### src/hdl/al_accel_pkg.sv
package al_accel_pkg;

    localparam int DATA_W    = 32;
    localparam int ADDR_W    = 32;
    localparam int LANES     = 4;
    localparam int CFG_SEL_W = 4;

    // Configuration register selects
    localparam logic [CFG_SEL_W-1:0] CFG_LAYER   = 4'd0;
    localparam logic [CFG_SEL_W-1:0] CFG_IN_BASE = 4'd1;
    localparam logic [CFG_SEL_W-1:0] CFG_W_BASE  = 4'd2;
    localparam logic [CFG_SEL_W-1:0] CFG_B_BASE  = 4'd3;
    localparam logic [CFG_SEL_W-1:0] CFG_O_BASE  = 4'd4;
    localparam logic [CFG_SEL_W-1:0] CFG_MULT    = 4'd5;
    localparam logic [CFG_SEL_W-1:0] CFG_SHIFT   = 4'd6;
    localparam logic [CFG_SEL_W-1:0] CFG_IN_OFS  = 4'd7;
    localparam logic [CFG_SEL_W-1:0] CFG_OUT_OFS = 4'd8;

    localparam logic [3:0] ACT_NONE = 4'd0;
    localparam logic [3:0] ACT_RELU = 4'd1;

    typedef struct packed {
        logic [3:0]  act;
        logic [11:0] in_words;
        logic [15:0] out_num;
    } layer_info_t;

    // Layer word seen either raw or as fields
    typedef union packed {
        logic [DATA_W-1:0] raw;
        layer_info_t       layer;
    } cfg_word_u;

    typedef struct packed {
        layer_info_t       layer;
        logic [ADDR_W-1:0] in_base;
        logic [ADDR_W-1:0] w_base;
        logic [ADDR_W-1:0] b_base;
        logic [ADDR_W-1:0] o_base;
        logic [DATA_W-1:0] mult;
        logic [5:0]        shift;
        logic [DATA_W-1:0] in_ofs;
        logic [DATA_W-1:0] out_ofs;
    } layer_cfg_t;

    typedef struct packed {
        logic              wr;
        logic [ADDR_W-1:0] addr;
        logic [DATA_W-1:0] wdata;
        logic [LANES-1:0]  strb;
    } mem_req_t;

    // In a bias beat the act word carries the bias
    typedef struct packed {
        logic              bias;
        logic              last;
        logic [DATA_W-1:0] act;
        logic [DATA_W-1:0] wgt;
    } mac_beat_t;

endpackage
### src/hdl/al_accel_dot_unit.sv
`timescale 1ns/1ns

module al_accel_dot_unit (
    input  logic                              clk,
    input  logic                              i_rst,
    input  al_accel_pkg::layer_cfg_t          i_cfg,
    input  al_accel_pkg::mac_beat_t           i_beat,
    input  logic                              i_beat_valid,
    output logic                              o_beat_ready,
    output logic [al_accel_pkg::DATA_W-1:0]   o_acc,
    output logic                              o_acc_valid,
    input  logic                              i_acc_ready
);

    logic signed [al_accel_pkg::DATA_W-1:0] lane_sum;
    logic                                   beat_fire;

    assign o_beat_ready = !o_acc_valid;
    assign beat_fire    = i_beat_valid && o_beat_ready;

    // Four int8 lanes, offset added to each activation
    always_comb begin
        lane_sum = '0;
        for (int l = 0; l < al_accel_pkg::LANES; l++) begin
            lane_sum = lane_sum
                + ($signed(i_beat.act[8*l +: 8]) + $signed(i_cfg.in_ofs))
                * $signed(i_beat.wgt[8*l +: 8]);
        end
    end

    always_ff @(posedge clk) begin
        if (i_rst) begin
            o_acc_valid <= 1'b0;
        end else if (beat_fire && i_beat.last) begin
            o_acc_valid <= 1'b1;
        end else if (i_acc_ready) begin
            o_acc_valid <= 1'b0;
        end
    end

    // Bias beat loads, others accumulate with wrap
    always_ff @(posedge clk) begin
        if (beat_fire) begin
            o_acc <= i_beat.bias ? i_beat.act : o_acc + lane_sum;
        end
    end

endmodule

### config.mk
export PLATFORM = sky130hd
export DESIGN_NAME = al_accel_dot_unit
export DESIGN_NICKNAME = d
export VERILOG_FILES = /design/src/hdl/al_accel_pkg.sv /design/src/hdl/al_accel_dot_unit.sv
export SDC_FILE = /design/constraint.sdc
export NUM_CORES = 2
export LEC_CHECK = 0
export BUFFER_PORTS_ARGS = -buffer_cell sky130_fd_sc_hd__buf_2
export CORE_ASPECT_RATIO = 0.9
export CORE_MARGIN = 10
export CORE_UTILIZATION = 50
export CTS_CLUSTER_DIAMETER = 30
export CTS_CLUSTER_SIZE = 16
export DETAILED_ROUTE_END_ITERATION = 8
export PLACE_DENSITY = 0.7
export SYNTH_ARGS = -nofsm -noshare
export SYNTH_HDL_FRONTEND = slang
export SYNTH_SLANG_ARGS = --single-unit
export TNS_END_PERCENT = 30
### constraint.sdc
create_clock -name clk -period 13.7 [get_ports clk]
set_input_delay 1.37 -clock clk [delete_from_list [all_inputs] [get_ports clk]]
set_output_delay 1.37 -clock clk [all_outputs]
set_load 0.01 [all_outputs]
Yosys cells after proc, flatten, opt, wreduce, memory -nomap -nowiden --
Index checks and enable logic that the tools add are counted.
Word-level totals: bits of input ports 332, register bits 33, word-level logic and storage cells 21
Cells by class: multiply operators 4, reductions and logical operators 4, $add $sub $neg 8, multiplexer cells 3
Operators by type and width (count):
- $add A32 B32 Y32 | 4
- $add A8 B32 Y32 | 4
- $mul A32 B8 Y32 | 4
- $mux W32 | 1
- $logic_and A1 B1 Y1 | 2
- $mux W1 | 2
- $reduce_bool A2 Y1 | 1
- $logic_not A1 Y1 | 1

Depth between registers and ports, before layout --
word-level depth 7, depth in mapped cells 43

Worst setup path after synthesis --
OpenSTA, ideal clock, no wires.
path type in2reg, start input i_cfg[33] in the netlist's numbering, end register o_acc[31] in the netlist's numbering (data pin), path buffers 0, cell stages on the path 40, arrival 10957 ps, setup slack 2485 ps, cells stage by stage ha_1 a211oi_1 o21ai_0 nor2b_1 nor2_1 o21ai_0 a21o_1 a21o_1 a21o_1 a21o_1 a21o_1 a21oi_1 xnor2_1 nand2_1 fa_1 fa_1 inv_1 fa_1 [... 4 more ...] fa_1 fa_1 inv_1 fa_1 inv_1 ha_1 a2111oi_0 nand2_1 nand2_1 nor2_1 o221ai_1 o211ai_1 a41oi_1 xnor3_1 xor2_1 xor3_4 xnor3_1 o21ai_1
Between the ends: cells in the longest elaborated chain, start to end 7, elaborated cells on any way between the ends 13, classes of those cells add/sub: 8; mul: 4; mux: 1
Ends and longest elaborated chain:
- start: declaration | RTL line al_accel_dot_unit.sv:6 | input al_accel_pkg::layer_cfg_t i_cfg,
- $add A8 B32 Y32 | RTL line al_accel_dot_unit.sv:26 | + ($signed(i_beat.act[8*l +: 8]) + $signed(i_cfg.in_ofs))
- $mul A32 B8 Y32 | RTL line al_accel_dot_unit.sv:27 | * $signed(i_beat.wgt[8*l +: 8]);
- $add A32 B32 Y32 (2 in a row) | RTL line al_accel_dot_unit.sv:26
- $add A32 B32 Y32 * | RTL line al_accel_dot_unit.sv:26
- $add A32 B32 Y32 * | RTL line al_accel_dot_unit.sv:44 | o_acc <= i_beat.bias ? i_beat.act : o_acc + lane_sum;
- $mux W32 * | RTL line al_accel_dot_unit.sv:44
- end signal: assignment | RTL line al_accel_dot_unit.sv:44
- end: declaration | RTL line al_accel_dot_unit.sv:10 | output logic [al_accel_pkg::DATA_W-1:0] o_acc,
Mark *: on every way between the ends. The rest lies on a longest branch, timed or not. A chain may end at the register's enable or synchronous reset.

Worst setup path in the final report --
Same ends and word-level chain as after synthesis.

==> reports/metrics.cfg <==
[die]
die_height_um=269
die-area_um2=79700
boundaryPins=366
dieWidth_um=296
num_rows=91
core_um2=68300
initial_utilization_pct=50.3

[detailed_routing]
wire_per_inst_um=20.1
vias=26000
ant_nets=0
drc_errors=0
wl_um=97100
routed_via_density=5.38
dr.pass1.iters=5
dr.first_iter.drc_count=1801

[clock_tree]
clock-sinks=33
cts_setup_buffers=0
cts-root-buf=clkbuf_16
clockBufferDepth=2
cts.repair.resized=0
holdBufCountCts=0
cts_tree=done
clk_pin_slew_ps=60
cts_max_level=2
numCtsBuffers=5
clkLatencyLatePin_ps=310

[global_route]
globalRoute.totalOverflow=0
grt_start_max_net_pins=59
grtUsageTotal_pct=25.2
grt_pass1_vias=26900
grt_pass1_wl_um=154000
grt_antenna_before_repair=7

[min_path]
hp-class=register to register
hold_end=o_acc_valid
worst_hold_startpoint=o_acc_valid
holdPathStages=3

[layout]
nNetsFinal=5344
fill_cells=6318
synthToLayoutAreaGrowth_pct=5.78
drive_gt1_share_pct=6.09

[timing]
slew_violations=0
fin_crit_ps=12490
rsz0062_at_grt=no
setup_tns_ps=0
worst_slew_pin_slew_ps=1120
setup_viol=0
max_slew_margin_pct=25.2
max_freq_ghz=0.0800
skew_ps=10.3
post-route-period-util_pct=91.2
hold_violations=0

[synth]
synth_cell_types=81
synthTopCellsByArea=fa_1 48%, inv_1 9.5%, ha_1 8.8%, nand2_1 6.6%, and2_1 4.7%
synthSimpleGateAreaFrac_pct=16.1
yosysSeqAreaShare_pct=2.85
ys_ff_latch=33
synth-edff-count=32
synth.avg_cell_area_um2=8.96
synth_top_family_by_area=adder cells
synth-xor-area-share_pct=5.47
yosysWarningCount=0
yosysMostFrequentCell=inv_1
synth_compound_area_share_pct=7.60
synth_top_area_cell=fa_1
synthCells=3838
synth_common_cells=873 x inv_1, 829 x fa_1, 603 x nand2_1, 260 x and2_1, 243 x ha_1
syn-num-nets=5242
ys.flop_type=edfxtp_1
synthArstFlopShare_pct=0
syn_area_um2=34400
muxShareOfSynthArea_pct=0.197
yosys.area.top_type_share_pct=48.3
synthAdderAreaFrac_pct=57.1

[worst_setup_path]
reg2reg_slack_ps=4440
crit_type=primary input to register
worstPathMaxFanout=6
max_stage_delay_ps=650
critPathRequiredTime_ps=13740
reg2reg_from=o_acc[4]
startpoint_type=primary input
r2r-end=o_acc[31]
cp-end-kind=register
arrival_ps=12540
cpMaxStageDelayCell=a2111oi_0
crit_path_frequent_cell=fa_1
ff2ff_path_depth=31

[placed_design]
dpl.hpwl_um=87400
gp_congestion=0.936
io_buffers=135

[job]
max_cap_viol_count=0

[status]
outcome=finished, final reports clean

## how the worst max path moves through the flow
stage | startpoint | end | slack, ps | cells past startpoint
floorplan | i_cfg[33] | o_acc[31] | 2480 | 40
global placement | i_cfg[33] | o_acc[31] | 870 | 42
detailed placement | i_cfg[33] | o_acc[31] | 840 | 42
CTS | i_cfg[33] | o_acc[31] | 1140 | 42
global route | i_cfg[33] | o_acc[31] | 520 | 42
finish | i_cfg[33] | o_acc[31] | 1210 | 42
## cell type report
| type | instances | area, µm² | area share, % |
|---|---|---|---|
| inverters | 875 | 3280 | 9.03 |
| clock buffers | 8 | 146 | 0.403 |
| diodes | 3 | 7.51 | 0.0206 |
| well taps | 883 | 1100 | 3.04 |
| multi-input cells | 2833 | 29700 | 81.8 |
| repair buffers | 192 | 1100 | 3.03 |
| flip-flops and latches | 33 | 981 | 2.70 |
## cell usage in the layout (no fill, tap or decap), types with 5 or more instances in the layout
master / n
o21bai_1: 17
xor2_1: 47
buf_2: 135
nor2_1: 102
clkbuf_16: 5
edfxtp_1: 32
and2_1: 260
a211oi_1: 11
fa_1: 829
a21oi_1: 115
nand2b_1: 75
nand3_1: 19
o21ai_1: 11
mux2_2: 6
xnor3_1: 7
a31oi_1: 13
o211ai_1: 8
o31ai_1: 6
and3_1: 15
o21a_1: 27
a2111oi_0: 5
a211o_1: 5
nand2_1: 603
a21o_1: 66
xnor2_1: 132
nor2b_1: 32
nand4_1: 11
o21ai_0: 70
buf_4: 57
ha_1: 243
inv_1: 873
nor3_1: 19
## sequential cells by signal, summed over array words and instances, names as in the netlist
register     flops
o_acc           32
o_acc_valid      1
## per-stage QoR
stage	instances	setup WS, ps	hold WS [ps]	cell area [µm²]	util [%]
after floorplan	3838	2480	695	34400	-
after global placement	4816	870	742	36200	53.0
after detailed placement	4816	842	717	36200	53.0
after CTS	4824	1140	731	36400	53.2
after global routing	4825	520	773	36400	53.2
final	4827	1210	720	36400	53.2
## layer usage
metal	track usage (%)	up-vias	part of all wire [%]
met4	5.36	14	2.2
met1	35.7	13200	43
met2	36.5	929	41
met3	9.49	98	13
li1	-	11700	-
met5	0	-	0.095
## critical path, delay by kind of cell
| kind | cells | cell delay [ps] |
|---|---|---|
| compound gates | 14 | 3330 |
| xor+xnor | 5 | 1660 |
| fa+ha+maj | 10 | 4650 |
| buf+inv | 7 | 730 |
| simple gates | 6 | 770 |
## logic make-up after synthesis
family / after synthesis
simple gates: 1167
fa+ha+maj: 1072
buf+inv: 972
compound gates: 396
xor+xnor: 192
flops: 33
mux: 6
Power is not shown: default switching activity piles up to over one toggle a cycle in this logic, so the estimate is an artifact.
