[src/hdl/al_accel_pkg.sv]
package al_accel_pkg;

    localparam int DATA_W    = 32;
    localparam int ADDR_W    = 32;
    localparam int LANES     = 4;
    localparam int CFG_SEL_W = 4;

    // Configuration register selects
    localparam logic [CFG_SEL_W-1:0] CFG_LAYER   = 4'd0;
    localparam logic [CFG_SEL_W-1:0] CFG_IN_BASE = 4'd1;
    localparam logic [CFG_SEL_W-1:0] CFG_W_BASE  = 4'd2;
    localparam logic [CFG_SEL_W-1:0] CFG_B_BASE  = 4'd3;
    localparam logic [CFG_SEL_W-1:0] CFG_O_BASE  = 4'd4;
    localparam logic [CFG_SEL_W-1:0] CFG_MULT    = 4'd5;
    localparam logic [CFG_SEL_W-1:0] CFG_SHIFT   = 4'd6;
    localparam logic [CFG_SEL_W-1:0] CFG_IN_OFS  = 4'd7;
    localparam logic [CFG_SEL_W-1:0] CFG_OUT_OFS = 4'd8;

    localparam logic [3:0] ACT_NONE = 4'd0;
    localparam logic [3:0] ACT_RELU = 4'd1;

    typedef struct packed {
        logic [3:0]  act;
        logic [11:0] in_words;
        logic [15:0] out_num;
    } layer_info_t;

    // Layer word seen either raw or as fields
    typedef union packed {
        logic [DATA_W-1:0] raw;
        layer_info_t       layer;
    } cfg_word_u;

    typedef struct packed {
        layer_info_t       layer;
        logic [ADDR_W-1:0] in_base;
        logic [ADDR_W-1:0] w_base;
        logic [ADDR_W-1:0] b_base;
        logic [ADDR_W-1:0] o_base;
        logic [DATA_W-1:0] mult;
        logic [5:0]        shift;
        logic [DATA_W-1:0] in_ofs;
        logic [DATA_W-1:0] out_ofs;
    } layer_cfg_t;

    typedef struct packed {
        logic              wr;
        logic [ADDR_W-1:0] addr;
        logic [DATA_W-1:0] wdata;
        logic [LANES-1:0]  strb;
    } mem_req_t;

    // In a bias beat the act word carries the bias
    typedef struct packed {
        logic              bias;
        logic              last;
        logic [DATA_W-1:0] act;
        logic [DATA_W-1:0] wgt;
    } mac_beat_t;

endpackage
[src/hdl/al_accel_requant.sv]
`timescale 1ns/1ns

module al_accel_requant (
    input  logic                              clk,
    input  logic                              i_rst,
    input  al_accel_pkg::layer_cfg_t          i_cfg,
    input  logic [al_accel_pkg::DATA_W-1:0]   i_acc,
    input  logic                              i_acc_valid,
    output logic                              o_acc_ready,
    output logic [7:0]                        o_q,
    output logic                              o_q_valid,
    input  logic                              i_q_ready
);

    logic signed [63:0] prod;
    logic signed [63:0] shifted;
    logic signed [63:0] biased;
    logic [7:0]         q_next;
    logic               acc_fire;

    always_comb begin
        prod    = $signed(i_acc) * $signed(i_cfg.mult);
        shifted = prod >>> i_cfg.shift;
        if (i_cfg.layer.act == al_accel_pkg::ACT_RELU && shifted < 0) begin
            shifted = '0;
        end
        biased = shifted + $signed(i_cfg.out_ofs);
        // Saturate to int8
        if (biased > 64'sd127) begin
            q_next = 8'h7f;
        end else if (biased < -64'sd128) begin
            q_next = 8'h80;
        end else begin
            q_next = biased[7:0];
        end
    end

    assign o_acc_ready = !o_q_valid || i_q_ready;
    assign acc_fire    = i_acc_valid && o_acc_ready;

    always_ff @(posedge clk) begin
        if (i_rst) begin
            o_q_valid <= 1'b0;
        end else if (acc_fire) begin
            o_q_valid <= 1'b1;
        end else if (i_q_ready) begin
            o_q_valid <= 1'b0;
        end
    end

    always_ff @(posedge clk) begin
        if (acc_fire) begin
            o_q <= q_next;
        end
    end

endmodule

[config.mk]
export PLATFORM = sky130hd
export DESIGN_NAME = al_accel_requant
export DESIGN_NICKNAME = d
export VERILOG_FILES = /design/src/hdl/al_accel_pkg.sv /design/src/hdl/al_accel_requant.sv
export SDC_FILE = /design/constraint.sdc
export NUM_CORES = 2
export LEC_CHECK = 0
export BUFFER_PORTS_ARGS = -buffer_cell sky130_fd_sc_hd__clkbuf_2
export CORE_MARGIN = 3
export CORE_UTILIZATION = 40
export DETAILED_ROUTE_END_ITERATION = 8
export GPL_TIMING_DRIVEN = 0
export SLEW_MARGIN = 25
export SYNTH_ARGS = -nofsm -noshare
export SYNTH_HDL_FRONTEND = slang
export SYNTH_SLANG_ARGS = --single-unit
[constraint.sdc]
create_clock -name clk -period 38.6 [get_ports clk]
set_clock_uncertainty 0.1 [all_clocks]
set_input_delay 7.72 -clock clk [delete_from_list [all_inputs] [get_ports clk]]
set_output_delay 7.72 -clock clk [all_outputs]
set_load 0.05 [all_outputs]
# Word-level counts from Yosys, hierarchy flattened
# Index checks and enable logic that the tools add are counted.
# totals
regBits	9
in_bits	298
# classes
shift	1
n_mul	1
reduce_logical	5
n_lt_le_gt_ge	3
muxes	4
n_eq_ne	1
add_sub_neg	1
# op_table
operator	count
64-bit by 32-bit adder with 64-bit output	1
64-bit by 8-bit greater-than comparator with 1-bit output (second input constant)	1
64-bit by 1-bit less-than comparator with 1-bit output (second input constant)	1
64-bit by 8-bit less-than comparator with 1-bit output (second input constant)	1
32-bit by 32-bit multiplier with 64-bit output	1
64-bit two-way mux	1
64-bit by 6-bit >>> shifter with 64-bit output	1
8-bit two-way mux	1
4-bit by 1-bit equality test with 1-bit output (second input constant)	1
1-bit logical AND	2
1-bit two-way mux	2
2-bit nonzero test	1
1-bit logical NOT	1
1-bit logical OR	1

# Logic depth before layout (Yosys ltp)
# depth
word_depth	8
mapped_depth	49

# Worst setup path after synthesis
# Ideal clock, no wire load.
# synth_timing
kind	in2reg
from	in i_acc[31] in the netlist's numbering
to	reg o_q[1] (data pin)
setup_ps	259
slack_ps	18334
path_buffers	3
arrival_ps	19907
path_stages	43
path_cell_list	clkbuf_1 -> and2_1 -> fa_1 -> inv_1 -> fa_1 -> inv_1 -> fa_1 -> fa_1 -> inv_1 -> fa_1 -> fa_1 -> fa_1 -> fa_1 -> inv_1 -> ha_1 -> clkbuf_1 -> a21o_1 -> a21oi_1 -> [... 7 more ...] -> o221a_2 -> mux2_2 -> a221oi_1 -> ha_1 -> buf_2 -> nor3_1 -> or3_1 -> a311oi_1 -> o31ai_2 -> o31ai_1 -> a31oi_1 -> xnor2_1 -> nor4b_1 -> nand4_1 -> or4_1 -> nor4_2 -> a41oi_2 -> or2_1
# synth_via
elab_chain_cells	8
elab_cells_between_ends	9
cone_classes	1 x add/sub; 1 x mul; 3 x order compare; 1 x shift; 2 x mux; 1 x reduce/logical
# synth_lines
item	line_no	source
from (decl)	al_accel_requant.sv:7	input logic [al_accel_pkg::DATA_W-1:0] i_acc,
32-bit by 32-bit multiplier with 64-bit output *	al_accel_requant.sv:22	prod = $signed(i_acc) * $signed(i_cfg.mult);
64-bit by 6-bit >>> shifter with 64-bit output *	al_accel_requant.sv:23	shifted = prod >>> i_cfg.shift;
64-bit by 1-bit less-than comparator with 1-bit output	al_accel_requant.sv:24	if (i_cfg.layer.act == al_accel_pkg::ACT_RELU && shifted < 0) begin
1-bit logical AND	al_accel_requant.sv:24	
64-bit two-way mux *	al_accel_requant.sv:24	
64-bit by 32-bit adder with 64-bit output *	al_accel_requant.sv:27	biased = shifted + $signed(i_cfg.out_ofs);
64-bit by 8-bit less-than comparator with 1-bit output	al_accel_requant.sv:31	end else if (biased < -64'sd128) begin
8-bit two-way mux	al_accel_requant.sv:31	
to (signal assigned)	al_accel_requant.sv:53	o_q <= q_next;
to (decl)	al_accel_requant.sv:10	output logic [7:0] o_q,
# Every way passes the cells marked *; elsewhere a longest branch is shown, timed or not.
# A chain may end at the register's enable or synchronous reset.

# Worst setup path after layout
# layout_timing
from	in i_cfg[76] in the netlist's numbering
to	reg o_q[1] (data pin)
# layout_via
elab_chain_cells	8
elab_cells_between_ends	9
cone_classes	1 x add/sub; 1 x mul; 3 x order compare; 1 x shift; 2 x mux; 1 x reduce/logical
# layout_lines
item	line_no	source
from (decl)	al_accel_requant.sv:6	input al_accel_pkg::layer_cfg_t i_cfg,
32-bit by 32-bit multiplier with 64-bit output *	al_accel_requant.sv:22	
64-bit by 6-bit >>> shifter with 64-bit output *	al_accel_requant.sv:23	
64-bit by 1-bit less-than comparator with 1-bit output	al_accel_requant.sv:24	
1-bit logical AND	al_accel_requant.sv:24	
64-bit two-way mux *	al_accel_requant.sv:24	
64-bit by 32-bit adder with 64-bit output *	al_accel_requant.sv:27	
64-bit by 8-bit less-than comparator with 1-bit output	al_accel_requant.sv:31	
8-bit two-way mux	al_accel_requant.sv:31	
# Marks and branches as above.

==> impl_metrics.ini <==
[synth]
synth_area_per_cell_sq_um = 8.70
yosysTopAreaCell = fa_1
netlist_instances = 5308
synth_top_family_by_area = adder cells
synth_mux_area_frac = 0.0370
synth_edf_count = 8
synth_xor_area_frac = 0.0214
synth_fa_ha_area_frac = 0.536
synth-seq-cells = 9
synth_top_area_share = 0.469
syn_area_sq_mm = 0.0462
syn_nets = 6936
yosysSeqAreaShare = 0.00563
ys_types = 106
synth_compound_area_frac = 0.124
synth-simple-area-share = 0.187
synth_ff_type = edfxtp_1
yosysWarnings = 0
async_flop_share = 0
synth_area_leaders = fa_1 47%, nand2_1 7.0%, ha_1 6.7%, inv_1 5.7%, and2_1 5.4%

[timing]
rsz0062_at_grt = false
period_minus_slack_ns = 23.77
fmax_mhz = 42.1
slew_viol_final = 0
hold_slack_ns = 0.421
setup_viol = 0
worstMarginPinSlew_ns = 1.23
finalCritPeriodShare = 0.616
relSlewSlack = 0.179
hold_viol = 0
setup_tns_ns = 0

[placed_design]
dp_hpwl_mm = 161
gp_congestion = 1.03
placed_cells = 6937
io_buffer_count = 117

[final_layout]
nNetsFinal = 7058
final_util = 0.426
areaGrowthSynthToFinish_pct = 5.61
layout-drive-gt1-share = 0.0494
final_cell_mix = 1083 x fa_1, 858 x nand2_1, 704 x inv_1
final_common_cell = fa_1
layout.cells.non_filler = 6946

[setup_path]
crit_slowest_cell = o21ai_0
required_ns = 38.48
crit_top_cell = fa_1
crit_type = primary input to flop
startpoint_type = primary input
critical_path.max_stage_delay_ns = 0.84
reg2reg_depth = 2
crit_fanout = 16
crit_path_end_kind = flop
arrival_ns = 23.64

[run_status]
outcome = complete, no violations

[global_route]
grt_first_pass_wirelength_mm = 279
grt_max_degree = 34
grt.busiest_layer = met2
grt_pass1_vias = 42100
gr-usage-all-layers = 0.309
use_met2 = 0.492
met1_usage = 0.415
grt_overflow = 0
antenna_found_initial = 7
met3_usage = 0.0628

[die]
rows = 124
die_x_microns = 346
die_area_sq_mm = 0.120
start_util = 0.403
coreArea_sq_mm = 0.115
die_y_microns = 346
io_pins = 308

[min_path]
whs_path_depth = 2
holdCritPathClass = flop to flop

[clocking]
htreeDepth = 1
clkSinkCount = 9
cts_tree = built
cts_resized = 0
hold_buffers = 0
path_clk_slew_ns = 0.04
clk_latency_ns = 0.23
post_cts_buffers = 0
numCtsBuffers = 3
ctsLongestPathBuffers = 2
root_buffer = clkbuf_16

[routing]
wirelength_mm = 185
wl_per_cell_microns = 26.6
dr.first_iter.drc_count = 4096
vias_per_cell = 5.86
drtPass1Iterations = 6
vias = 40700
final_antenna_net_count = 0
drc_errors = 0

[run]
max_cap_violations = 0
[path summary, 6_finish.rpt]
check / startpoint / end / slack, ns
worst max-delay path: i_cfg[76] / o_q[1]$_SDFFCE_PN1P_ / 14.83
worst min register to register: o_q_valid$_SDFFE_PP0P_ / o_q_valid$_SDFFE_PP0P_ / 0.42
worst min-delay path: o_q_valid$_SDFFE_PP0P_ / o_q_valid$_SDFFE_PP0P_ / 0.42
worst max register to register: o_q_valid$_SDFFE_PP0P_ / o_q[4]$_SDFFCE_PN1P_ / 37.41
[cells in the mapped netlist (19+ instances only)]
| cell | n |
|---|---|
| xor2_1 | 38 |
| inv_1 | 706 |
| nor2_1 | 219 |
| mux2_2 | 33 |
| o21a_1 | 48 |
| nand2_1 | 858 |
| a211oi_1 | 46 |
| nand4_1 | 56 |
| fa_1 | 1083 |
| clkbuf_1 | 295 |
| mux2i_1 | 92 |
| and3_1 | 23 |
| and2_1 | 397 |
| nor2b_1 | 20 |
| a31oi_1 | 24 |
| o211ai_1 | 34 |
| xnor2_1 | 75 |
| buf_2 | 21 |
| buf_1 | 25 |
| a21o_1 | 62 |
| ha_1 | 247 |
| a21oi_1 | 215 |
| o21bai_1 | 20 |
| nand2b_1 | 53 |
| nor3_1 | 53 |
| nand3_1 | 44 |
| o21ai_0 | 130 |
| o22ai_1 | 22 |
| or3_1 | 19 |
| o31ai_1 | 21 |
[flip-flops by register name, indices dropped and copies added (netlist names)]
name / cells
o_q_valid: 1
o_q: 8
[logic make-up (layout without fill, tap and decap cells)]
group                      after synthesis  in the layout
DFF                                      9              9
buffers and inverters                 1063           1184
other                                    0              5
muxes                                  144            144
and+or+nand+nor                       1815           1815
adders and majority gates             1330           1330
AOI/OAI and AO/OA                      834            834
xor gates and xnor gates               113            113
[critical path: cells and delay by family]
family          cells  cell delay, ns
fa+ha+maj          10            5.00
simple gates       17            4.65
compound gates      7            3.38
buf+inv             9            2.61
xor+xnor            1            0.23
[area by class of cell]
cell class | instances | area [sq um]
Antenna cell | 5 | 12.5
Tap cell | 1512 | 1890
Sequential cell | 9 | 260
Fill cell | 11500 | 65700
Clock buffer | 4 | 78.8
Multi-Input combinational cell | 4236 | 41900
Buffer | 354 | 1420
Timing Repair Buffer | 117 | 586
Inverter | 709 | 2660
[stage by stage]
step / setup WS [ns] / cell area (sq um)
3_5_place_dp: 15.02 / 48700
6_report: 14.83 / 48800
2_1_floorplan: 18.33 / 46200
5_1_grt: 14.50 / 48800
3_3_place_gp: 14.88 / 48700
4_1_cts: 15.15 / 48800
[routing by layer]
layer,part of all wire,vias to the layer above
met3,0.10,414
li1,-,17300
met2,0.45,2224
met4,0.049,4
met5,0.00015,-
met1,0.40,20800
Power is left out: the tool's default activity adds up to more than one toggle a clock period on the data nets, which glitch-free logic cannot reach.
