<file path="src/hdl/al_accel_pkg.sv">
package al_accel_pkg;

    localparam int DATA_W    = 32;
    localparam int ADDR_W    = 32;
    localparam int LANES     = 4;
    localparam int CFG_SEL_W = 4;

    // Configuration register selects
    localparam logic [CFG_SEL_W-1:0] CFG_LAYER   = 4'd0;
    localparam logic [CFG_SEL_W-1:0] CFG_IN_BASE = 4'd1;
    localparam logic [CFG_SEL_W-1:0] CFG_W_BASE  = 4'd2;
    localparam logic [CFG_SEL_W-1:0] CFG_B_BASE  = 4'd3;
    localparam logic [CFG_SEL_W-1:0] CFG_O_BASE  = 4'd4;
    localparam logic [CFG_SEL_W-1:0] CFG_MULT    = 4'd5;
    localparam logic [CFG_SEL_W-1:0] CFG_SHIFT   = 4'd6;
    localparam logic [CFG_SEL_W-1:0] CFG_IN_OFS  = 4'd7;
    localparam logic [CFG_SEL_W-1:0] CFG_OUT_OFS = 4'd8;

    localparam logic [3:0] ACT_NONE = 4'd0;
    localparam logic [3:0] ACT_RELU = 4'd1;

    typedef struct packed {
        logic [3:0]  act;
        logic [11:0] in_words;
        logic [15:0] out_num;
    } layer_info_t;

    // Layer word seen either raw or as fields
    typedef union packed {
        logic [DATA_W-1:0] raw;
        layer_info_t       layer;
    } cfg_word_u;

    typedef struct packed {
        layer_info_t       layer;
        logic [ADDR_W-1:0] in_base;
        logic [ADDR_W-1:0] w_base;
        logic [ADDR_W-1:0] b_base;
        logic [ADDR_W-1:0] o_base;
        logic [DATA_W-1:0] mult;
        logic [5:0]        shift;
        logic [DATA_W-1:0] in_ofs;
        logic [DATA_W-1:0] out_ofs;
    } layer_cfg_t;

    typedef struct packed {
        logic              wr;
        logic [ADDR_W-1:0] addr;
        logic [DATA_W-1:0] wdata;
        logic [LANES-1:0]  strb;
    } mem_req_t;

    // In a bias beat the act word carries the bias
    typedef struct packed {
        logic              bias;
        logic              last;
        logic [DATA_W-1:0] act;
        logic [DATA_W-1:0] wgt;
    } mac_beat_t;

endpackage
</file>
<file path="src/hdl/al_accel_mem_arbiter.sv">
`timescale 1ns/1ns

module al_accel_mem_arbiter (
    input  logic                   clk,
    input  logic                   i_rst,
    input  al_accel_pkg::mem_req_t i_wb_req,
    input  logic                   i_wb_valid,
    output logic                   o_wb_ready,
    input  al_accel_pkg::mem_req_t i_fe_req,
    input  logic                   i_fe_valid,
    output logic                   o_fe_ready,
    output al_accel_pkg::mem_req_t o_mem_req,
    output logic                   o_mem_valid,
    input  logic                   i_mem_ready
);

    logic lock_q;
    logic lock_wb_q;
    logic sel_wb;

    // Writeback first, held while the bus stalls
    assign sel_wb      = lock_q ? lock_wb_q : i_wb_valid;
    assign o_mem_req   = sel_wb ? i_wb_req : i_fe_req;
    assign o_mem_valid = sel_wb ? i_wb_valid : i_fe_valid;
    assign o_wb_ready  = sel_wb && i_mem_ready;
    assign o_fe_ready  = !sel_wb && i_mem_ready;

    always_ff @(posedge clk) begin
        if (i_rst) begin
            lock_q    <= 1'b0;
            lock_wb_q <= 1'b0;
        end else begin
            lock_q    <= o_mem_valid && !i_mem_ready;
            lock_wb_q <= sel_wb;
        end
    end

endmodule

</file>
<file path="config.mk">
export PLATFORM = sky130hd
export DESIGN_NAME = al_accel_mem_arbiter
export DESIGN_NICKNAME = d
export VERILOG_FILES = /design/src/hdl/al_accel_pkg.sv /design/src/hdl/al_accel_mem_arbiter.sv
export SDC_FILE = /design/constraint.sdc
export NUM_CORES = 1
export LEC_CHECK = 0
export ABC_AREA = 1
export BUFFER_PORTS_ARGS = -buffer_cell sky130_fd_sc_hd__buf_2
export CORE_AREA = 2 2 84 86
export DETAILED_ROUTE_END_ITERATION = 6
export DIE_AREA = 0 0 86 88
export GPL_ROUTABILITY_DRIVEN = 0
export HOLD_SLACK_MARGIN = 0.03
export PLACE_DENSITY = 0.63
export SLEW_MARGIN = 0
export SYNTH_ARGS = -nofsm -noshare
export SYNTH_HDL_FRONTEND = slang
export SYNTH_SLANG_ARGS = --single-unit
</file>
<file path="constraint.sdc">
create_clock -name clk -period 1.33 [get_ports clk]
set_clock_uncertainty 0.05 [all_clocks]
set_input_delay 0.266 -clock clk [delete_from_list [all_inputs] [get_ports clk]]
set_output_delay 0.266 -clock clk [all_outputs]
set_load 0.05 [all_outputs]
</file>
After elaboration in Yosys (flattened, before gate mapping)
Index checks and enable logic that the tools add are counted.
{ "totals": {"reg_bits": 2, "output_inout_bits": 72, "word_cells": 10, "in_bits": 143} }
{ "classes": {"reduce_logical": 5, "muxes": 3} }
{ "op_table": {"columns": ["cell", "n"], "rows": [
  ["69-bit 2-to-1 mux", 1],
  ["1-bit logical AND", 3],
  ["1-bit logical NOT", 2],
  ["1-bit 2-to-1 mux", 2]
]} }

Longest topological paths before layout
Gate-level depths: netlist (run 1).
{ "logic_depth": {"depth_word": 3, "mapped_depth": 7, "ltp_nobuf": 6} }

Worst setup path after synthesis (run 1)
No wires, ideal clock.
{ "synth_timing": {"kind": "flip-flop to output port", "startpoint": "register lock_q", "endpoint": "output o_wb_ready", "required_time_ns": 1.014, "path_slack_ns": -0.381, "arrival_ns": 1.395, "path_stages_with_launch": 6, "cell_sequence": "dfxtp_1 nand2_1 nand2_2 inv_4 buf_4 nor2_1"} }
{ "synth_via": {"elab_chain_len": 2} }
{ "synth_rtl": {"columns": ["element", "line_no", "text"], "rows": [
  ["start: declaration", "al_accel_mem_arbiter.sv:17", "logic lock_q;"],
  ["start signal: assignment", "al_accel_mem_arbiter.sv:33", "lock_q <= o_mem_valid && !i_mem_ready;"],
  ["1-bit 2-to-1 mux", "al_accel_mem_arbiter.sv:22", "assign sel_wb = lock_q ? lock_wb_q : i_wb_valid;"],
  ["1-bit logical AND", "al_accel_mem_arbiter.sv:25", "assign o_wb_ready = sel_wb && i_mem_ready;"],
  ["end: declaration", "al_accel_mem_arbiter.sv:8", "output logic o_wb_ready,"]
]} }
No other way between the ends.

==> flow_summary.json, run 1 <==
{
  "critPathLaunchType": "flip-flop",
  "coreArea_mm2": 0.00664,
  "min_period_ps": 1700,
  "multi_input_area_mm2": 0.00173,
  "grt_pass1_wl_mm": 10.9,
  "crit_family": "buffers and inverters",
  "drtIter0Drc": 34,
  "rsz0062_at_grt": "yes",
  "path_cells": "inv_2 > nand2_4 > nand2_8 > buf_12 > clkbuf_16 > nand2_2 > nand2_4 > buf_8",
  "netlist_area_um2": 975,
  "design_area_mm2": 0.00407,
  "setup_viol": 72,
  "cp_num_buf_inv": 4,
  "ys_ff_latch": 2,
  "cts-root-buf": "clkbuf_8",
  "setup_ws_ps": -371,
  "drc": 0,
  "initial_core_util_pct": 14.7,
  "holdWs_ps": 187,
  "dr_total_vias": 2353,
  "hold_viol_final": 0,
  "cp_max_fo": 6,
  "max_freq_mhz": 588,
  "yosysWarnings": 0,
  "antenna_found_initial": 0,
  "area_delta_synth_final_pct": 317,
  "numCtsBuffers": 3,
  "hold_class": "primary input to flip-flop",
  "n_fill_cell": 551,
  "worst_slew_pin_slew_ps": 172,
  "endpoint_kind": "output port",
  "h-tree-depth": 1,
  "dieWidth_um": 86,
  "fp-row-count": 30,
  "syn_area_per_cell_um2": 4.08,
  "drtAntennaViolNets": 0,
  "routed_wl_mm": 7.87,
  "p_leak_nw": 2.21,
  "numPortBuffers": 214,
  "hold_buffers": 0,
  "diodes": 0,
  "regArea_um2": 45.0,
  "track_usage_pct": 17.9,
  "cts_tree": "yes",
  "criticalPathCategory": "flip-flop to output port",
  "slew_viol_final": 0,
  "crit_arrival_ps": 1380,
  "wl_per_cell_um": 14.5,
  "max_stage_delay_ps": 360,
  "fin_crit_sh_pct": 128,
  "max-clock-path-buffers": 2,
  "synth_cells": 239,
  "dp_hpwl_mm": 4.55,
  "grt_overflow_total": 0,
  "clkLatencyLatePin_ps": 210,
  "die_h_um": 88,
  "slowest_stage": "dfxtp_4",
  "worstPathRequired_ps": 1010,
  "ir_drop_mv": 0.339,
  "synth.distinct_cells": 11,
  "max_slew_margin_pct": 88.5,
  "ys_seq_area_share_pct": 4.11,
  "clk_pin_slew_worst_paths_ps": 30,
  "critical_path.most_common_cell": "nand2_4",
  "pin_count": 215,
  "dr.pass1.iters": 4,
  "drv_cap": 0,
  "routed_via_density": 4.34,
  "final_nets": 607,
  "syn-num-nets": 382,
  "dieArea_mm2": 0.00757,
  "drive_gt1_share_pct": 90.3,
  "p_total_w": 0.00297,
  "clkSinkCount": 2,
  "violations": "setup timing",
  "grt_max_degree": 25,
  "power.density_mw_per_mm2": 729,
  "placed_cell_area_mm2": 0.00266,
  "status": "complete, but fails checks",
  "grt_pass1_vias": 2402
}
==> state kept, by name, summed over array words and instances, names as in the netlist <==
name       cells
lock_q         1
lock_wb_q      1
==> worst reg2reg max path: stages, from the launching register on <==
cell and delay, ps:
dfxtp_4 350, inv_2 70, nand2_4 70, nand2_8 110, clkinv_8 100, buf_16 170, buf_4 150, nor2_1 80
==> where the power goes <==
group,switching [W],internal (W),total (W)
logic,0.00155,0.00111,0.00266
clock network,0.0000451,0.000191,0.000236
registers,0.00000470,0.0000639,0.0000686
total,0.00160,0.00137,0.00297
==> area by class of cell <==
cell class,instances,share of cell area (%)
Timing Repair Buffer,234,52.1
Clock buffer,3,1.01
Multi-Input combinational cell,219,42.6
Tap cell,80,2.46
Sequential cell,2,1.11
Inverter,4,0.677
==> logic make-up after synthesis <==
family	Yosys count	synth area share, %
simple gates	218	84.6
buf+inv	18	10.8
flops	2	4.11
compound gates	1	0.513
==> stage by stage <==
| stage | setup TNS, ps | setup WS [ps] | utilization, % | instances |
|---|---|---|---|---|
| finish | -24220 | -371 | 61.2 | 542 |
| global route | -27740 | -425 | 61.2 | 542 |
| CTS | -23640 | -357 | 54.0 | 538 |
| detailed placement | -18800 | -300 | 40.1 | 525 |
| global placement | -18020 | -277 | 40.1 | 525 |
| floorplan | -149 | -149 | - | 239 |
==> repair_timing <==
item,in CTS,in global routing
resized for setup,212,130
setup buffers,4,1
pin swaps,2,19
endpoints found under the setup margin,72,72
gates cloned,6,3
==> metal layers <==
metal | GRT usage, % | wire [um] | up-vias
li1 | - | - | 1155
met1 | 17.5 | 2380 | 1057
met2 | 37.3 | 4710 | 126
met3 | 4.15 | 585 | 15
met4 | 4.33 | 194 | 0
met5 | 0 | 0 | -
==> path summary, 6_finish.rpt <==
kind / to / depth (start not counted) / start / slack (ps)
min reg2reg: lock_q / 3 / lock_q / 600
max reg2reg: lock_wb_q / 7 / lock_q / 120
min: lock_wb_q / 2 / i_rst / 190
max: o_mem_req[9] / 8 / lock_q / -370
==> synth_stat cells <==
cell type	number	share of area (%)
or2_2	1	0.64
nand2_2	1	0.64
inv_1	3	1.2
inv_4	1	0.64
dfxtp_1	2	4.1
a21oi_1	1	0.51
nand2_1	212	82
buf_2	7	3.6
buf_4	7	5.4
nand3_1	1	0.51
nor2_1	3	1.2
==> placed cells by master (no fill, tap or decap), drive strengths merged <==
| cell | instances |
|---|---|
| clkbuf | 6 |
| or2 | 1 |
| nor2 | 3 |
| nand3 | 1 |
| inv | 3 |
| a21oi | 1 |
| dfxtp | 2 |
| clkinv | 1 |
| nand2 | 213 |
| buf | 231 |
Note: power is estimated with default switching activity, not from simulation.
==> run 2, diff against run 1 <==
GPL_ROUTABILITY_DRIVEN = not set   (was 0)
MAX_ROUTING_LAYER = met4   (was not set)
SETUP_SLACK_MARGIN = 0.5   (was not set)
==> flow_summary.json, run 2 (synthesized netlist as in run 1, its figures left out) <==
{
  "status": "complete, but fails checks",
  "violations": "setup timing",
  "final_cell_mix": "buf_2, nand2_1, nand2_4, buf_8, buf_6",
  "dr.pass1.iters": 4,
  "critical_path.most_common_cell": "nand2_4",
  "drv_cap": 0,
  "grt_max_degree": 27,
  "numCtsBuffers": 3,
  "h-tree-depth": 1,
  "placed_cell_area_mm2": 0.00280,
  "top_regs": "lock_q x1, lock_wb_q x1",
  "dp_hpwl_mm": 5.03,
  "cp-startpoint": "lock_q",
  "ir_drop_mv": 0.320,
  "max_freq_mhz": 590,
  "grt_overflow_total": 0,
  "max_slew_margin_pct": 88.8,
  "worst_slew_pin_slew_ps": 168,
  "clkSinkCount": 2,
  "routed_wl_mm": 6.91,
  "numPortBuffers": 214,
  "path_cells": "inv_2 > nand2_4 > nand2_8 > buf_4 > buf_12 > nand2_1 > nand2_4 > buf_8",
  "cts-root-buf": "clkbuf_8",
  "design_area_mm2": 0.00367,
  "cp_num_buf_inv": 4,
  "max-clock-path-buffers": 2,
  "clkLatencyLatePin_ps": 210,
  "wl_per_cell_um": 12.8,
  "setup_ws_ps": -366,
  "critPathLaunchType": "flip-flop",
  "hold_class": "primary input to flip-flop",
  "die_h_um": 88,
  "criticalPathCategory": "flip-flop to output port",
  "grt_pass1_wl_mm": 9.96,
  "worst-path-stages": 8,
  "cp-endpoint": "o_mem_req[38]",
  "finalNonFillerCells": 539,
  "dr_total_vias": 2308,
  "clk_pin_slew_worst_paths_ps": 30,
  "power.density_mw_per_mm2": 751,
  "place_congestion": 0.746,
  "r2r_end": "lock_q",
  "diodes": 0,
  "regToRegStartpoint": "lock_q",
  "rsz0062_at_grt": "yes",
  "grt_pass1_vias": 2295,
  "worstPathRequired_ps": 1010,
  "drc": 0,
  "fin_crit_sh_pct": 127,
  "crit_family": "buffers and inverters",
  "setup_viol": 72,
  "antenna_found_initial": 0,
  "hold_buffers": 0,
  "endpoint_kind": "output port",
  "drive_gt1_share_pct": 73.9,
  "slew_viol_final": 0,
  "final_nets": 604,
  "r2r_slack_ps": 310,
  "cp_max_fo": 13,
  "crit_arrival_ps": 1380,
  "routed_via_density": 4.28,
  "dp_cells": 531,
  "initial_core_util_pct": 14.7,
  "slowest_stage": "dfxtp_2",
  "dp_slack_ps": -278,
  "min_period_ps": 1700,
  "drtIter0Drc": 39,
  "area_delta_synth_final_pct": 276,
  "dieWidth_um": 86,
  "max_stage_delay_ps": 340,
  "pin_count": 215,
  "hold_viol_final": 0,
  "fp-row-count": 30,
  "coreArea_mm2": 0.00664,
  "p_leak_nw": 2.04,
  "track_usage_pct": 17.1,
  "drtAntennaViolNets": 0,
  "worstRegToRegCells": 5,
  "dieArea_mm2": 0.00757,
  "hold_depth": 2,
  "cts_tree": "yes",
  "final_common_cell": "buf_2"
}
## run 2: how the worst min path moves through the flow
stage,start,endpoint
after floorplan,i_rst,lock_wb_q
after global placement,i_rst,lock_wb_q
after detailed placement,i_rst,lock_wb_q
after CTS,i_rst,lock_wb_q
after global routing,i_rst,lock_wb_q
final,i_rst,lock_wb_q
## run 2: where the power goes
group / internal, W / total, W / switching (W)
Sequential: 0.0000650 / 0.0000682 / 0.00000319
Combinational: 0.00100 / 0.00245 / 0.00145
Clock: 0.000191 / 0.000240 / 0.0000486
Total: 0.00126 / 0.00275 / 0.00150
## run 2: final cells by class
type	instances	area (um^2)
clock buffers	3	41.3
well taps	80	100
multi-input cells	219	1500
flip-flops and latches	2	42.5
fillers	572	2980
repair buffers	231	1960
inverters	4	22.5
## run 2: repair_timing
| action | 4_1_cts | 5_1_grt |
|---|---|---|
| pin swaps | 1 | 1 |
| resized for setup | 212 | 9 |
| gates cloned | 2 | 1 |
| setup endpoints to repair | 74 | 74 |
| setup buffers | 1 | 1 |
## run 2: per-layer routing
| layer | track usage (%) | routed length [um] |
|---|---|---|
| met4 | 2.45 | 60 |
| met1 | 16.2 | 2350 |
| met2 | 34.7 | 3910 |
| met5 | - | 0 |
| met3 | 4.62 | 586 |
## run 2: through the flow
stage          hold WS, ps  power (W)  setup TNS (ps)  util [%]
6_report               184    0.00275          -22810      55.2
5_1_grt                184    0.00288          -27230      55.2
4_1_cts                173    0.00273          -23840      54.3
3_5_place_dp           402    0.00195          -17720      42.2
3_3_place_gp           407    0.00193          -16070      42.2
2_1_floorplan          288    0.00145           -88.9         -
## run 2: worst register-to-register path, cell delays in order (launching register included)
cell	delay, ps
dfxtp_2	320
nand2_2	120
buf_4	140
nand3_4	80
buf_4	130
a21oi_1	100
==> run 3, diff against run 2 <==
SKIP_CTS_REPAIR_TIMING = 1   (was not set)
==> flow_summary.json, run 3 (synthesized netlist as in run 1, its figures left out) <==
{
  "endpoint_kind": "output port",
  "status": "complete, but fails checks",
  "cts-root-buf": "clkbuf_8",
  "clkLatencyLatePin_ps": 210,
  "fin_crit_sh_pct": 129,
  "final_common_cell": "buf_2",
  "n_fill_cell": 605,
  "track_usage_pct": 13.8,
  "worstPathRequired_ps": 1010,
  "antenna_found_initial": 0,
  "fp-row-count": 30,
  "cp_max_fo": 7,
  "critical_path.most_common_cell": "nand2_4",
  "min_period_ps": 1710,
  "placed_cell_area_mm2": 0.00280,
  "fin_tns_setup_ps": -23300,
  "max_slew_margin_pct": 89.8,
  "numCtsBuffers": 3,
  "grt_pass1_vias": 2007,
  "die_h_um": 88,
  "slew_viol_final": 0,
  "crit_family": "buffers and inverters",
  "hold_viol_final": 0,
  "top_regs": "lock_q x1, lock_wb_q x1",
  "crit_arrival_ps": 1400,
  "setup_ws_ps": -381,
  "criticalPathCategory": "flip-flop to output port",
  "design_area_mm2": 0.00362,
  "drv_cap": 0,
  "rsz0062_at_grt": "yes",
  "setup_viol": 72,
  "h-tree-depth": 1,
  "final_nets": 606,
  "coreArea_mm2": 0.00664,
  "multi_input_area_mm2": 0.00155,
  "pin_count": 215,
  "ir_drop_mv": 0.311,
  "diodes": 0,
  "regArea_um2": 42.5,
  "critPathLaunchType": "flip-flop",
  "dieWidth_um": 86,
  "path_cells": "inv_2 > nand2_4 > nand2_8 > clkinv_8 > clkbuf_16 > nand2_1 > nand2_4 > buf_4",
  "grt_pass1_wl_mm": 8.18,
  "max_freq_mhz": 584,
  "grt_overflow_total": 0,
  "drtIter0Drc": 39,
  "dr.pass1.iters": 4,
  "numPortBuffers": 214,
  "place_congestion": 0.746,
  "routed_wl_mm": 7.05,
  "slowest_stage": "dfxtp_2",
  "p_leak_nw": 2.03,
  "worst_slew_pin_slew_ps": 153,
  "max_stage_delay_ps": 320,
  "drtAntennaViolNets": 0,
  "dp_hpwl_mm": 5.03,
  "dp_cells": 531,
  "power.density_mw_per_mm2": 743,
  "hold_class": "primary input to flip-flop",
  "dr_total_vias": 2323,
  "clkSinkCount": 2,
  "clk_pin_slew_worst_paths_ps": 30,
  "cts_tree": "yes",
  "finalNonFillerCells": 541,
  "max-clock-path-buffers": 2,
  "violations": "setup timing",
  "area_delta_synth_final_pct": 271,
  "final_util_pct": 54.4,
  "drive_gt1_share_pct": 76.6,
  "grt_max_degree": 28,
  "initial_core_util_pct": 14.7,
  "wl_per_cell_um": 13.0,
  "final_cell_mix": "buf_2, nand2_1, nand2_4, buf_6, nand2_2",
  "routed_via_density": 4.29,
  "drc": 0,
  "dieArea_mm2": 0.00757,
  "cp_num_buf_inv": 4
}
run 3: cell types whose count changed in the layout (fill, tap and decap cells not counted), sizes merged:
cell    change
buf         -2
clkbuf      +3
clkinv      +1
run 3: metal layers:
layer  part of all wire [%]  global-route usage, %  vias to the layer above
li1                       -                      -                     1149
met4                   0.74                   2.31                        0
met5                      0                      -                        -
met3                     10                   4.15                        6
met2                     56                   28.5                      136
met1                     33                   12.3                     1032
run 3: stage by stage:
step | total power (W) | hold WS, ps | setup slack (ps)
3_3_place_gp | 0.00193 | 407 | -251
4_1_cts | 0.00220 | 181 | -482
3_5_place_dp | 0.00195 | 402 | -278
5_1_grt | 0.00281 | 183 | -444
6_report | 0.00269 | 184 | -381
2_1_floorplan | 0.00145 | 288 | -88.9
run 3: cell type report:
cell class	instances	area share [%]
multi-input combinational	219	43.0
clock buffer	3	1.14
inverter	4	0.761
timing repair buffer	232	50.9
sequential	2	1.18
timing repair inverter	1	0.242
tap	80	2.77
run 3: worst paths after layout:
kind	slack, ps	cells past startpoint	from	to
hold reg to reg	590	4	lock_wb_q	lock_q
setup / recovery	-380	8	lock_q	o_mem_req[52]
hold / removal	180	2	i_rst	lock_wb_q
setup reg to reg	230	7	lock_q	lock_q
run 3: power by group:
part	total, W	leakage [nW]	switching, W	internal [W]
sequential	0.0000682	0.0172	0.00000315	0.0000650
combinational	0.00237	1.99	0.00144	0.000929
clock	0.000244	0.0216	0.0000522	0.000192
total	0.00269	2.03	0.00150	0.00119
